<file path="src/design/soc_core_cfg.svh">
`ifndef SOC_CORE_CFG_SVH
`define SOC_CORE_CFG_SVH

// Bus widths
`define SOC_ADR_W        32
`define SOC_DAT_W        32

// Region select uses the top address bits
`define SOC_REGION_BITS  4

// Address map
`define SOC_ROM_BASE     32'h0000_0000
`define SOC_RAM_BASE     32'h1000_0000
`define SOC_IO_BASE      32'h2000_0000

// Memory depths in words
`define SOC_ROM_WORDS    256
`define SOC_RAM_WORDS    1024
`define SOC_INDEX_W      10

// ROM contents are tag plus word index
`define SOC_ROM_TAG      16'hB105
`define SOC_ROM_TAG_W    16

// Interrupt sources, MMU fault is the top bit
`define SOC_PEND_BITS    7

`endif

</file>
<file path="src/design/soc_core_pkg.sv">
package soc_core_pkg;

  // Target of a decoded request
  typedef enum logic [1:0] {
    DEV_NONE = 2'd0,                     // Unmapped region
    DEV_ROM  = 2'd1,                     // Boot ROM, read only
    DEV_RAM  = 2'd2,                     // Data RAM
    DEV_IO   = 2'd3                      // I/O register block
  } dev_sel_t;

  // I/O register index, from the low word-address bits
  typedef enum logic [1:0] {
    IO_PEND     = 2'd0,                  // Pending bits, read
    IO_PEND_SET = 2'd1,                  // Ones set bits 5..0
    IO_PEND_CLR = 2'd2,                  // Ones clear bits 6..0
    IO_TIMER0   = 2'd3                   // Write reload, read count
  } io_reg_t;

  // Exception code seen by the CPU
  typedef enum logic [3:0] {
    EXC_RESET    = 4'd0,                 // Nothing pending
    EXC_MMU      = 4'd1,                 // Access fault, top priority
    EXC_TIMER3   = 4'd2,
    EXC_TIMER2   = 4'd3,
    EXC_TIMER1   = 4'd4,
    EXC_TIMER0   = 4'd5,
    EXC_UART0_RX = 4'd6,
    EXC_UART0_TX = 4'd7                  // Lowest priority
  } exc_code_t;

endpackage

</file>
<file path="src/design/irq_prio.sv">
`timescale 1ns/1ps
`include "soc_core_cfg.svh"

module irq_prio
  import soc_core_pkg::*;
(
  input  logic                      clk_i,
  input  logic                      rst_i,
  input  logic                      int_en_i,  // CPU interrupt enable
  input  logic [`SOC_PEND_BITS-1:0] pend_i,
  output exc_code_t                 cpu_interrupt_o
);

  exc_code_t code_nxt;

  // Highest bit wins, MMU fault first
  always_comb
  begin
    code_nxt = EXC_RESET;
    if (int_en_i)
    begin
      casez (pend_i)
        7'b1??????: code_nxt = EXC_MMU;
        7'b01?????: code_nxt = EXC_TIMER3;
        7'b001????: code_nxt = EXC_TIMER2;
        7'b0001???: code_nxt = EXC_TIMER1;
        7'b00001??: code_nxt = EXC_TIMER0;
        7'b000001?: code_nxt = EXC_UART0_RX;
        7'b0000001: code_nxt = EXC_UART0_TX;
        default:    code_nxt = EXC_RESET;   // Nothing pending
      endcase
    end
  end

  always_ff @(posedge clk_i)
  begin
    if (rst_i)
      cpu_interrupt_o <= EXC_RESET;
    else
      cpu_interrupt_o <= code_nxt;          // One edge behind pend_i
  end

endmodule

</file>
<file path="config.mk">
export PLATFORM = sky130hd
export DESIGN_NAME = irq_prio
export DESIGN_NICKNAME = d
export VERILOG_FILES = /design/src/design/soc_core_pkg.sv /design/src/design/irq_prio.sv
export VERILOG_INCLUDE_DIRS = /design/src /design/src/design
export SDC_FILE = /design/constraint.sdc
export NUM_CORES = 1
export LEC_CHECK = 0
export BUFFER_PORTS_ARGS = -buffer_cell sky130_fd_sc_hd__buf_2
export CAP_MARGIN = 0
export CORE_AREA = 2 2 39 41
export DETAILED_ROUTE_END_ITERATION = 7
export DIE_AREA = 0 0 41 43
export MAX_ROUTING_LAYER = met4
export PLACE_DENSITY = 0.45
export SYNTH_ARGS = -nofsm -noshare
export SYNTH_HDL_FRONTEND = slang
export SYNTH_SLANG_ARGS = --single-unit
</file>
<file path="constraint.sdc">
create_clock -name clk_i -period 1.3 [get_ports clk_i]
set_input_delay 0.065 -clock clk_i [delete_from_list [all_inputs] [get_ports clk_i]]
set_output_delay 0.065 -clock clk_i [all_outputs]
set_load 0.02 [all_outputs]
</file>
==> summary.txt <==
Run status
  – Status: finished, final reports clean

STA
  – Setup TNS: 0 ps
  – Fin. max-slew vios: 0
  – RSZ-0062 raised after global routing: false
  – Final setup fails: 0
  – Crit path time final: 747.7 ps
  – Final period util: 0.5751
  – Peak Freq: 1337 MHz
  – Final Hold Viols: 0

Worst setup path
  – Crit-path cells: buf_2
  – Crit Path Class: flop to output pin
  – Bufs and invs on worst path: 1
  – Crit path DAT: between 600 and 700 ps
  – Critical path fanouts, max: 1
  – CP max stage delay: 300 ps
  – Critical path required time: ~1200 ps
  – Slowest-stage cell, CP: dfxtp_1
  – CP Capture Type: output pin
  – Startpoint types: flop
  – Largest delay contributor family on the critical path: flip-flops

Floorplanning
  – Initial Util: 0.1203
  – Total die area: between 1500 and 2000 um2
  – Core Footprint: about 1400 um2
  – Die span in x: 41 um
  – IO Count: 14
  – Row count: 14
  – Die H: about 43 um

Drt
  – Vias: 187
  – WL per Instance: roughly 8.4 um
  – Via density: between 3 and 4
  – Total Routed Length: 410 um
  – # DRC: 0
  – Drt pass-1 iters: 3
  – Final ANT Viol Nets: 0
  – DR iter-0 viols: 7

CTS
  – Post CTS Setup Buffer Count: 0
  – H-tree Lvls: 1
  – Longest Clk Path Bufs: 2
  – CTS clock-pin slew for the worst setup and hold paths: 40 ps
  – Sink Count: 3
  – Post-cts resize count: 0
  – CTS tree: done
  – Hold Buf Count CTS: 0
  – CTS root buf: clkbuf_4
  – Num CTS Buffers: 3

Flow run
  – Max cap viols: 0

Synth
  – Synth warn: 0
  – Synth Cell Area: 166.4 um2
  – Post-synth top area share: 0.3609
  – Sequential fraction of the synthesis area: 0.3609
  – Largest area contributor in the netlist: dfxtp_1
  – Main area contributors after synthesis: dfxtp_1 (36%), a221oi_2 (9.0%), nor3b_2 (7.5%)
  – Yosys reg bits: 3
  – Cell count after synthesis: 18
  – Yosys cell types: 15
  – Mapped Avg Cell Area: 9.245 um2
  – Mapped Nets: 28

Cells and area
  – Most common cell after layout, fill and taps aside: buf_2
  – Synth-to-Final Area Change: 59.40%
  – Largest regs: cpu_interrupt_o x3
  – Nets: 44
  – Diodes inserted: 0
  – Share of cells above drive strength 1: 0.5455
  – Storage element area: about 60 um2
  – Non-filler instance count after layout: 49
  – Most frequent cells in the layout: buf_2 (12), clkbuf_4 (3), dfxtp_1 (3)
  – Multi-input logic area: 98.84 um2
  – Largest register FFs: 3
  – Top reg by flops: cpu_interrupt_o
  – Fillers: 155

Global route
  – First-pass GRT wire length: 627 um
  – Global router's overall resource usage: 0.05852
  – Initial antenna violation count: 0
  – Largest net degree at the start of global routing: 5
  – GR Overflow Total: 0
  – Vias in the first global route: 150

Power and ir drop
  – Lkg Pwr: 0.1159 nW
  – Worst vdd ir: 0.0003161 V
  – Power Density: between 1000 and 1500 nW/um2

Placement
  – GPL Wtd Cong: 0.6782
  – PortBufs: 12
  – Post-placement cell count: 45

Min path
  – Hold WC Path Type: input pin to flop
-- stage by stage --
stage / power [mW] / hold WS [ps] / setup WS (ps) / util / instance area [um2]
6_report: 0.3046 / 33.48 / 552.3 / 0.1917 / 265.3
4_1_cts: 0.3133 / 20.25 / 538.4 / 0.1917 / 265.3
2_1_floorplan: 0.1222 / 137.8 / 644.7 / - / 166.4
5_1_grt: 0.3247 / 27.25 / 510.3 / 0.1917 / 265.3
3_5_place_dp: 0.1444 / 265.8 / 475.5 / 0.1727 / 239.0
3_3_place_gp: 0.1451 / 287.5 / 480.9 / 0.1727 / 239.0
-- power by group --
part / switching, mW / total [mW] / internal [mW]
sequential: 0.000759 / 0.0968 / 0.0960
combinational: 0.0261 / 0.0467 / 0.0206
clock: 0.0463 / 0.161 / 0.115
total: 0.0731 / 0.305 / 0.232
-- path summary, 6_finish.rpt --
check | start | endpoint | slack [ps] | depth (start not counted)
worst max-delay path | cpu_interrupt_o[1]$_SDFF_PP0_ | cpu_interrupt_o[1] | 550 | 1
worst min-delay path | pend_i[6] | cpu_interrupt_o[1]$_SDFF_PP0_ | 30 | 2
-- cells in the mapped netlist --
cell and n:
nor2_2 1, a221oi_2 1, nor3_1 2, nor4_1 1
conb_1 1, buf_4 1, nor3b_1 1, nor2b_1 1
dfxtp_1 3, a211oi_1 1, o21ai_0 1, nand2b_1 1
nor3b_2 1, nand4b_1 1, nor2_1 1
-- kinds of logic after synthesis --
| group | after synthesis | share of synthesized area |
|---|---|---|
| flops | 3 | 0.3609 |
| buf+inv | 1 | 0.04513 |
| other cells | 1 | 0.02253 |
| simple gates | 10 | 0.4061 |
| compound gates | 3 | 0.1654 |
-- area by class of cell --
cell class,count,share of cell area
Sequential cell,3,0.2264
Multi-Input combinational cell,14,0.3726
Clock buffer,4,0.09906
Tap cell,16,0.07547
Timing Repair Buffer,12,0.2264
-- per-layer routing --
layer | vias up | part of all wire | track usage | wire, um
li1 | 95 | - | - | -
met1 | 78 | 0.53 | 0.08626 | 218
met2 | 14 | 0.29 | 0.04688 | 120
met3 | 0 | 0.17 | 0.04712 | 71
met4 | 0 | 0 | 0.04000 | 0
met5 | - | 0 | - | 0
No activity file was read; power rests on OpenSTA's default activity.
