**src/design/soc_core_cfg.svh**
```systemverilog
`ifndef SOC_CORE_CFG_SVH
`define SOC_CORE_CFG_SVH

// Bus widths
`define SOC_ADR_W        32
`define SOC_DAT_W        32

// Region select uses the top address bits
`define SOC_REGION_BITS  4

// Address map
`define SOC_ROM_BASE     32'h0000_0000
`define SOC_RAM_BASE     32'h1000_0000
`define SOC_IO_BASE      32'h2000_0000

// Memory depths in words
`define SOC_ROM_WORDS    256
`define SOC_RAM_WORDS    1024
`define SOC_INDEX_W      10

// ROM contents are tag plus word index
`define SOC_ROM_TAG      16'hB105
`define SOC_ROM_TAG_W    16

// Interrupt sources, MMU fault is the top bit
`define SOC_PEND_BITS    7

`endif

```
**src/design/soc_core_pkg.sv**
```systemverilog
package soc_core_pkg;

  // Target of a decoded request
  typedef enum logic [1:0] {
    DEV_NONE = 2'd0,                     // Unmapped region
    DEV_ROM  = 2'd1,                     // Boot ROM, read only
    DEV_RAM  = 2'd2,                     // Data RAM
    DEV_IO   = 2'd3                      // I/O register block
  } dev_sel_t;

  // I/O register index, from the low word-address bits
  typedef enum logic [1:0] {
    IO_PEND     = 2'd0,                  // Pending bits, read
    IO_PEND_SET = 2'd1,                  // Ones set bits 5..0
    IO_PEND_CLR = 2'd2,                  // Ones clear bits 6..0
    IO_TIMER0   = 2'd3                   // Write reload, read count
  } io_reg_t;

  // Exception code seen by the CPU
  typedef enum logic [3:0] {
    EXC_RESET    = 4'd0,                 // Nothing pending
    EXC_MMU      = 4'd1,                 // Access fault, top priority
    EXC_TIMER3   = 4'd2,
    EXC_TIMER2   = 4'd3,
    EXC_TIMER1   = 4'd4,
    EXC_TIMER0   = 4'd5,
    EXC_UART0_RX = 4'd6,
    EXC_UART0_TX = 4'd7                  // Lowest priority
  } exc_code_t;

endpackage

```
**src/design/mmu_decode.sv**
```systemverilog
`timescale 1ns/1ps
`include "soc_core_cfg.svh"

module mmu_decode
  import soc_core_pkg::*;
(
  input  logic                    clk_i,
  input  logic                    rst_i,
  input  logic                    req_stb_i,     // One-cycle request strobe
  input  logic                    req_we_i,
  input  logic [`SOC_ADR_W-1:0]   req_adr_i,     // Byte address
  input  logic [`SOC_DAT_W-1:0]   req_dat_i,
  input  logic                    supervisor_i,  // CPU mode level
  output logic                    s1_valid_o,
  output logic                    s1_we_o,
  output dev_sel_t                s1_dev_o,
  output logic                    s1_fault_o,
  output logic [`SOC_INDEX_W-1:0] s1_index_o,    // Word index within device
  output logic [`SOC_DAT_W-1:0]   s1_dat_o
);

  localparam int region_lsb = `SOC_ADR_W - `SOC_REGION_BITS;
  localparam int ofs_w      = region_lsb - 2;    // Word offset inside a region

  localparam logic [`SOC_ADR_W-1:0] rom_base = `SOC_ROM_BASE;
  localparam logic [`SOC_ADR_W-1:0] ram_base = `SOC_RAM_BASE;
  localparam logic [`SOC_ADR_W-1:0] io_base  = `SOC_IO_BASE;
  localparam logic [ofs_w-1:0]      rom_words = `SOC_ROM_WORDS;
  localparam logic [ofs_w-1:0]      ram_words = `SOC_RAM_WORDS;

  logic [`SOC_REGION_BITS-1:0] region;
  logic [ofs_w-1:0]            word_ofs;
  dev_sel_t                    dev;
  logic                        fault;

  assign region   = req_adr_i[`SOC_ADR_W-1:region_lsb];  // Top bits pick region
  assign word_ofs = req_adr_i[region_lsb-1:2];           // Byte lanes ignored

  // Region to device
  always_comb
  begin
    dev = DEV_NONE;
    if (region == rom_base[`SOC_ADR_W-1:region_lsb])
      dev = DEV_ROM;
    else if (region == ram_base[`SOC_ADR_W-1:region_lsb])
      dev = DEV_RAM;
    else if (region == io_base[`SOC_ADR_W-1:region_lsb])
      dev = DEV_IO;
  end

  // Access rights and depth limits
  always_comb
  begin
    case (dev)
      DEV_ROM: fault = req_we_i || (word_ofs >= rom_words);  // Write protect
      DEV_RAM: fault = word_ofs >= ram_words;
      DEV_IO:  fault = !supervisor_i;                        // Supervisor only
      default: fault = 1'b1;                                 // Unmapped
    endcase
  end

  always_ff @(posedge clk_i)
  begin
    if (rst_i)
      s1_valid_o <= 1'b0;
    else
      s1_valid_o <= req_stb_i;                // Strobe moves one stage
  end

  // Payload only loads with a request
  always_ff @(posedge clk_i)
  begin
    if (req_stb_i)
    begin
      s1_we_o    <= req_we_i;
      s1_dev_o   <= dev;
      s1_fault_o <= fault;
      s1_index_o <= word_ofs[`SOC_INDEX_W-1:0];
      s1_dat_o   <= req_dat_i;
    end
  end

  // A good request always targets a real device
  a_dev_mapped : assert property (@(posedge clk_i) disable iff (rst_i)
    s1_valid_o && !s1_fault_o |-> s1_dev_o != DEV_NONE);

endmodule

```
**config.mk**
```make
export PLATFORM = sky130hd
export DESIGN_NAME = mmu_decode
export DESIGN_NICKNAME = d
export VERILOG_FILES = /design/src/design/soc_core_pkg.sv /design/src/design/mmu_decode.sv
export VERILOG_INCLUDE_DIRS = /design/src /design/src/design
export SDC_FILE = /design/constraint.sdc
export NUM_CORES = 1
export LEC_CHECK = 0
export BUFFER_PORTS_ARGS = -buffer_cell sky130_fd_sc_hd__buf_2
export CORE_AREA = 2 2 69 71
export DETAILED_ROUTE_END_ITERATION = 10
export DIE_AREA = 0 0 71 73
export MAX_ROUTING_LAYER = met4
export PLACE_DENSITY = 0.81
export SLEW_MARGIN = 15
export SYNTH_ARGS = -nofsm -noshare
export SYNTH_HDL_FRONTEND = slang
export SYNTH_SLANG_ARGS = --single-unit
```
**constraint.sdc**
```tcl
create_clock -name clk_i -period 0.85 [get_ports clk_i]
set_input_delay 0.0425 -clock clk_i [delete_from_list [all_inputs] [get_ports clk_i]]
set_output_delay 0.0425 -clock clk_i [all_outputs]
set_load 0.02 [all_outputs]
```
==> reports/qor.csv, run 1 <==
metric;value;unit
cts_setup_buffers;0;
htree_levels;2;
numCtsBuffers;5;
clkTransAtPathRegs;0.08;ns
antenna_cells;0;
first_global_vias;1205;
p_per_area;1730;mW/mm²
crit_buf_inv;1;
period_needed;0.8878;ns
grt_use_total;0.1412;
core;0.004536;mm²
critical-path-top-delay-family;flip-flops;
final_cell_mix;buf_2, edfxtp_1, dlygate4sd3_1, buf_6, clkbuf_8;
holdWs;0.06512;ns
worstPathArrival;0.85;ns
status;complete, but fails checks;
ys_seq_area_frac;0.9388;
numClockSinks;47;
nFillCells;342;
ios;116;
timing.fmax;1.126;GHz
crit_chain;buf_2;
required;0.81;ns
clockBufferDepth;2;
power;4993;µW
netlist_instances;61;
finalMaxSlewViolations;0;
drc;0;
vias_per_cell;4.330;
areaGrowthSynthToFinish;93.38;%
hold_violations;0;
syn_area;0.001493;mm²
wl_per_cell;13.34;µm
drv_cap;0;
grt_max_degree;30;
hp-class;in -> reg;
antenna_found_initial;0;
place_area;0.002166;mm²
rsz0062_at_grt;true;
dieArea;0.005183;mm²
grt-ovfl-total;0;
ys_seq_elements;47;
busiest_layer;met2;
setup_viol;38;
endpoint_kind;output port;
cts_tree;yes;
grt_use_met1;0.1499;
place_congestion;0.6715;
finalNetCount;296;
cts-root-buf;clkbuf_8;
startpoint_type;flip-flop;
final_common_cell;buf_2;
tightest_slew;0.2644;ns
ant_nets;0;
cpPeakStageDelay;0.39;ns
critPathMaxFanout;1;
die_h;73;µm
wl;3.763;mm
avgSynthCellArea;24.47;µm²
grt_pass1_wl;5.264;mm
vias;1221;
grt_use_met3;0.04696;
hpwl;2.468;mm
ir_drop;976.6;µV
met2_usage;0.2471;
yosys_warnings;0;
io_buffers;113;
total_leakage_power;0.001228;µW
finalInstanceArea;0.002887;mm²
maxSlewHeadroom;0.8224;
drtIter0Drc;38;
drive_gt1_frac;0.5307;
yosysUniqueCellTypes;11;
violations;negative setup slack;
initial_core_util;0.3291;
die_w;71;µm
path_class;reg -> out;
slowest_stage;edfxtp_1;
finalCritPeriodShare;1.044;
synth_nets;130;
num_rows;25;
setup_ws;-0.03782;ns
drt_pre_antenna_iters;2;
## cell type report
cell class / count / area (µm²) / area share
sequential: 47 / 1401 / 0.4855
timing repair buffer: 159 / 1246 / 0.4317
multi-input combinational: 14 / 91.34 / 0.03164
clock buffer: 6 / 72.57 / 0.02514
tap: 54 / 67.56 / 0.02341
clock inverter: 2 / 7.507 / 0.002601
## metrics by stage
step           std cells  utilization  setup TNS, ns  worst slack (ns)
5_1_grt              282       0.6364         -2.539          -0.08713
4_1_cts              282       0.6047         -1.300          -0.05786
3_5_place_dp         230       0.4775        -0.2230           -0.2230
6_report             282       0.6364        -0.6693          -0.03782
2_1_floorplan         61            -       -0.06056          -0.06056
3_3_place_gp         230       0.4775        -0.2036           -0.2036
## what timing repair did
action,CTS,global route
hold buffers,44,0
setup endpoints to repair,46,46
endpoints found under the hold margin,44,0
resized for setup,18,46
## cells by family after synthesis
kind of cell,Yosys count,share of synthesized area
flip-flops,47,0.9388
AND/OR/NAND/NOR,11,0.04442
AO/OA/AOI/OAI,2,0.01090
XOR/XNOR,1,0.005869
## state kept, by name, summed over array words and instances (netlist names)
| register | cells |
|---|---|
| s1_dat_o | 32 |
| s1_index_o | 10 |
| s1_dev_o | 2 |
| s1_fault_o | 1 |
| s1_valid_o | 1 |
| s1_we_o | 1 |
## path summary, 6_finish.rpt
path                     startpoint            to  slack [ns]  depth (start not counted)
worst min-delay path  req_adr_i[30]   s1_dev_o[1]        0.07                          2
worst max-delay path   s1_dat_o[18]  s1_dat_o[18]       -0.04                          1
## power breakdown
group	internal [µW]	switching [µW]	total [µW]
sequential	2740	69.5	2810
clock	562	684	1250
combinational	515	421	935
## cell usage after synthesis
cell type,n,share of area
dfxtp_1,1,0.013
edfxtp_1,46,0.93
nand3_1,2,0.0067
nor2_1,1,0.0025
nor2b_1,1,0.0042
nor3_1,3,0.010
nor4_1,3,0.013
nor4_2,1,0.0084
o211ai_1,1,0.0050
o31a_1,1,0.0059
xnor2_1,1,0.0059
## layer usage
layer / wire length, µm / up-vias
met5: 0 / -
met4: 34 / 0
met3: 316 / 4
met2: 2009 / 79
met1: 1402 / 557
li1: - / 581
(Power assumes the default switching activity.)
==> run 2: changes to the inputs <==
BUFFER_PORTS_ARGS = -buffer_cell sky130_fd_sc_hd__clkbuf_2   (was -buffer_cell sky130_fd_sc_hd__buf_2)
==> run 2 against run 1 <==
The flow still finishes with violations (negative setup slack); sequential power about the same; sequential share of layout area about the same; flip-flop and latch count unchanged; combinational power down 0.7%; cell area about the same; first-iteration DRC count down 11%; cell count up 0.35%; non-clock buffer count up 1; clock power up 6%; via count about the same; critical path type unchanged.
==> reports/qor.csv, run 2 (synthesis results as in run 1) <==
metric;value;unit
setup_tns;-0.4023;ns
clockBufferDepth;2;
final_cell_mix;clkbuf_2, edfxtp_1, dlygate4sd3_1, buf_6, buf_2;
drtIter0Drc;34;
wl_per_cell;12.28;µm
seq_area;0.001401;mm²
path_class;reg -> out;
setup_viol;36;
grt-ovfl-total;0;
antenna_cells;0;
cts_tree;yes;
initial_core_util;0.3291;
holdWs;0.02983;ns
areaGrowthSynthToFinish;93.29;%
finalNetCount;297;
rsz0062_at_grt;true;
drt_pre_antenna_iters;4;
critPathMaxFanout;1;
min_path_cells;2;
drive_gt1_frac;0.5546;
startpoint_type;flip-flop;
top_register;s1_dat_o;
crit_buf_inv;1;
endpoint;s1_dat_o[24];
status;complete, but fails checks;
drv_cap;0;
grt_max_degree;25;
core;0.004536;mm²
die_w;71;µm
ant_nets;0;
violations;negative setup slack;
dieArea;0.005183;mm²
finalCritPeriodShare;1.046;
tightest_slew;0.2582;ns
ios;116;
cts-root-buf;clkbuf_8;
place_congestion;0.6819;
num_rows;25;
total_leakage_power;0.001253;µW
p_per_area;1755;mW/mm²
setup_ws;-0.03913;ns
cp-startpoint;s1_dat_o[24];
endpoint_kind;output port;
grt_use_total;0.1316;
ir_drop;967.5;µV
worstSetupPathDepth;1;
final_common_cell;clkbuf_2;
nFillCells;323;
die_h;73;µm
required;0.81;ns
hold_violations;0;
cpPeakStageDelay;0.39;ns
largest_register_ffs;32;
numClockSinks;47;
reg.largest.list;s1_dat_o (32), s1_index_o (10), s1_dev_o (2);
first_global_vias;1217;
vias_per_cell;4.311;
maxSlewHeadroom;0.8263;
htree_levels;2;
hp-class;in -> reg;
crit_chain;buf_2;
vias;1220;
numCtsBuffers;5;
wl;3.476;mm
multiInputGateArea;91.34;µm²
critical-path-top-delay-family;flip-flops;
drc;0;
slowest_stage;edfxtp_1;
cts_setup_buffers;0;
grt_pass1_wl;4.981;mm
timing.fmax;1.125;GHz
antenna_found_initial;0;
io_buffers;113;
clkTransAtPathRegs;0.08;ns
finalMaxSlewViolations;0;
period_needed;0.8891;ns
worstPathArrival;0.85;ns
-- run 2: area by class of cell --
| type | count | share of cell area |
|---|---|---|
| multi-input combinational | 14 | 0.03166 |
| timing repair buffer | 160 | 0.4276 |
| sequential | 47 | 0.4857 |
| clock inverter | 1 | 0.001735 |
| clock buffer | 7 | 0.02992 |
| tap | 54 | 0.02342 |
-- run 2: routing by layer --
layer	track usage	up-vias	routed length [µm]
li1	-	583	-
met1	0.1476	550	1290
met2	0.2170	80	1761
met5	-	-	0
met4	0.05660	0	74
met3	0.04282	7	350
-- run 2: repair_timing --
item	in CTS	in global routing
endpoints found under the hold margin	41	0
hold buffers	41	0
resized for setup	0	108
cloned	0	0
setup endpoints to repair	46	46
-- run 2: worst min-delay path by stage --
stage                             start  slack [ns]            end
after floorplan                   rst_i        0.11     s1_valid_o
after global placement            rst_i        0.21     s1_valid_o
after detailed placement          rst_i        0.21     s1_valid_o
after CTS                      req_we_i        0.02        s1_we_o
after global routing      req_adr_i[10]        0.02  s1_index_o[8]
final                     req_adr_i[10]        0.03  s1_index_o[8]
-- run 2: where the power goes --
| part | internal [µW] | switching [µW] |
|---|---|---|
| Combinational | 508 | 420 |
| Sequential | 2740 | 62.4 |
| Clock | 656 | 677 |
-- run 2: stage by stage --
stage,cells,cell area (µm²),util,power (µW),worst slack (ns)
final,283,2885,0.6361,5065,-0.03913
after global routing,283,2885,0.6361,5275,-0.07950
after CTS,283,2698,0.5948,4980,-0.06678
after detailed placement,234,2196,0.4841,3488,-0.2170
after global placement,234,2196,0.4841,3475,-0.1997
after floorplan,61,1493,-,3094,-0.06056
==> run 3: changes to the inputs <==
CELL_PAD_IN_SITES_DETAIL_PLACEMENT = 0   (was unset)
CELL_PAD_IN_SITES_GLOBAL_PLACEMENT = 1   (was unset)
CORE_AREA = 2 2 78 80   (was 2 2 69 71)
DIE_AREA = 0 0 80 82   (was 0 0 71 73)
REMOVE_ABC_BUFFERS = 1   (was unset)
==> run 3 against run 2 <==
First-iteration DRC count rose by 26%; flip-flop and latch count did not move; clock-buffer cell count did not move; maximum frequency fell by 0.37%; sequential power barely moved; clock power fell by 5%; sequential share of layout area fell by 0.60 points; die area rose by 27%; critical path type unchanged; core utilization fell by 13 points; the flow still finishes with violations (negative setup slack); via count fell by 1.4%; non-clock buffer count rose by 1.
==> reports/qor.csv, run 3 (synthesis results as in run 1) <==
metric;value;unit
crit_buf_inv;1;
drc;0;
worstPathArrival;0.85;ns
numClockSinks;47;
required;0.81;ns
setup_ws;-0.04241;ns
setup_viol;38;
timing.fmax;1.121;GHz
stdcell_count;305;
busiest_layer;met2;
rsz0062_at_grt;true;
grt_use_met3;0.03187;
p_per_area;1717;mW/mm²
met2_usage;0.2067;
startpoint_type;flip-flop;
vias;1203;
io_buffers;113;
vias_per_cell;3.944;
antenna_found_initial;0;
ant_nets;0;
reg.largest.list;s1_dat_o (32), s1_index_o (10), s1_dev_o (2);
finalMaxSlewViolations;0;
num_rows;28;
top_register;s1_dat_o;
grt_use_total;0.1104;
tightest_slew;0.2573;ns
status;complete, but fails checks;
drtIter0Drc;43;
path_class;reg -> out;
dieArea;0.006560;mm²
clockBufferDepth;2;
die_w;80;µm
holdWs;0.03937;ns
finalNetCount;298;
endpoint_kind;output port;
final_cell_mix;clkbuf_2, edfxtp_1, dlygate4sd3_1, buf_6, buf_2;
slowest_stage;edfxtp_1;
critical-path-top-delay-family;flip-flops;
core;0.005746;mm²
drv_cap;0;
die_h;82;µm
grt_pass1_wl;5.230;mm
place_inst;256;
hp-class;in -> reg;
violations;negative setup slack;
grt_use_met1;0.1106;
hold_violations;0;
htree_levels;2;
finalCritPeriodShare;1.050;
clkTransAtPathRegs;0.09;ns
total_leakage_power;0.001256;µW
final_common_cell;clkbuf_2;
maxSlewHeadroom;0.8269;
areaGrowthSynthToFinish;95.72;%
wl;3.820;mm
ios;116;
initial_core_util;0.2598;
cts-root-buf;clkbuf_8;
drive_gt1_frac;0.5522;
ir_drop;603.6;µV
place_congestion;0.7507;
cts_tree;yes;
numCtsBuffers;5;
wl_per_cell;12.52;µm
critPathMaxFanout;1;
grt-ovfl-total;0;
period_needed;0.8924;ns
drt_pre_antenna_iters;4;
hpwl;2.542;mm
largest_register_ffs;32;
cpPeakStageDelay;0.41;ns
antenna_cells;0;
first_global_vias;1268;
grt_max_degree;48;
crit_chain;buf_6;
-- run 3: cell types whose count changed in the layout (fill, tap and decap cells not counted), sizes merged --
| cell | change |
|---|---|
| clkbuf | +1 |
-- run 3: path summary, 6_finish.rpt --
path           from            end  slack [ns]  cells past startpoint
min   req_adr_i[10]  s1_index_o[8]        0.04                      2
max   s1_index_o[5]  s1_index_o[5]       -0.04                      1
-- run 3: where the power goes --
part           total, µW  switching [µW]  leakage [µW]  internal (µW)
Clock               1260             684     0.0000422            578
Sequential          2810            68.8      0.000458           2740
Combinational        943             422      0.000756            522
Total               5020            1170       0.00126           3840
-- run 3: layer usage --
| metal | up-vias | share of wire |
|---|---|---|
| met5 | - | 0 |
| met3 | 5 | 0.087 |
| li1 | 584 | - |
| met2 | 77 | 0.55 |
| met4 | 0 | 0.010 |
| met1 | 537 | 0.35 |
-- run 3: metrics by stage --
stage	power, µW	area (µm²)	util	TNS [ns]	worst slack, ns
global placement	3478	2217	0.3859	-0.1921	-0.1921
CTS	4909	2711	0.4719	-1.278	-0.06676
detailed placement	3492	2217	0.3859	-0.2329	-0.2329
finish	5017	2922	0.5085	-0.5267	-0.04241
global route	5239	2922	0.5085	-2.153	-0.08631
floorplan	3094	1493	-	-0.06369	-0.06369
-- run 3: area by class of cell --
cell class              count  area (µm²)
fillers                   512        2824
well taps                  75       93.84
repair buffers            161        1254
clock inverters             1       5.005
multi-input cells          14       91.34
flip-flops and latches     47        1401
clock buffers               7       76.32
-- run 3: repair_timing --
item,4_1_cts,5_1_grt
hold buffers,41,0
setup endpoints to repair,46,46
setup buffers,0,0
hold endpoints to repair,41,0
gates resized for setup,1,112
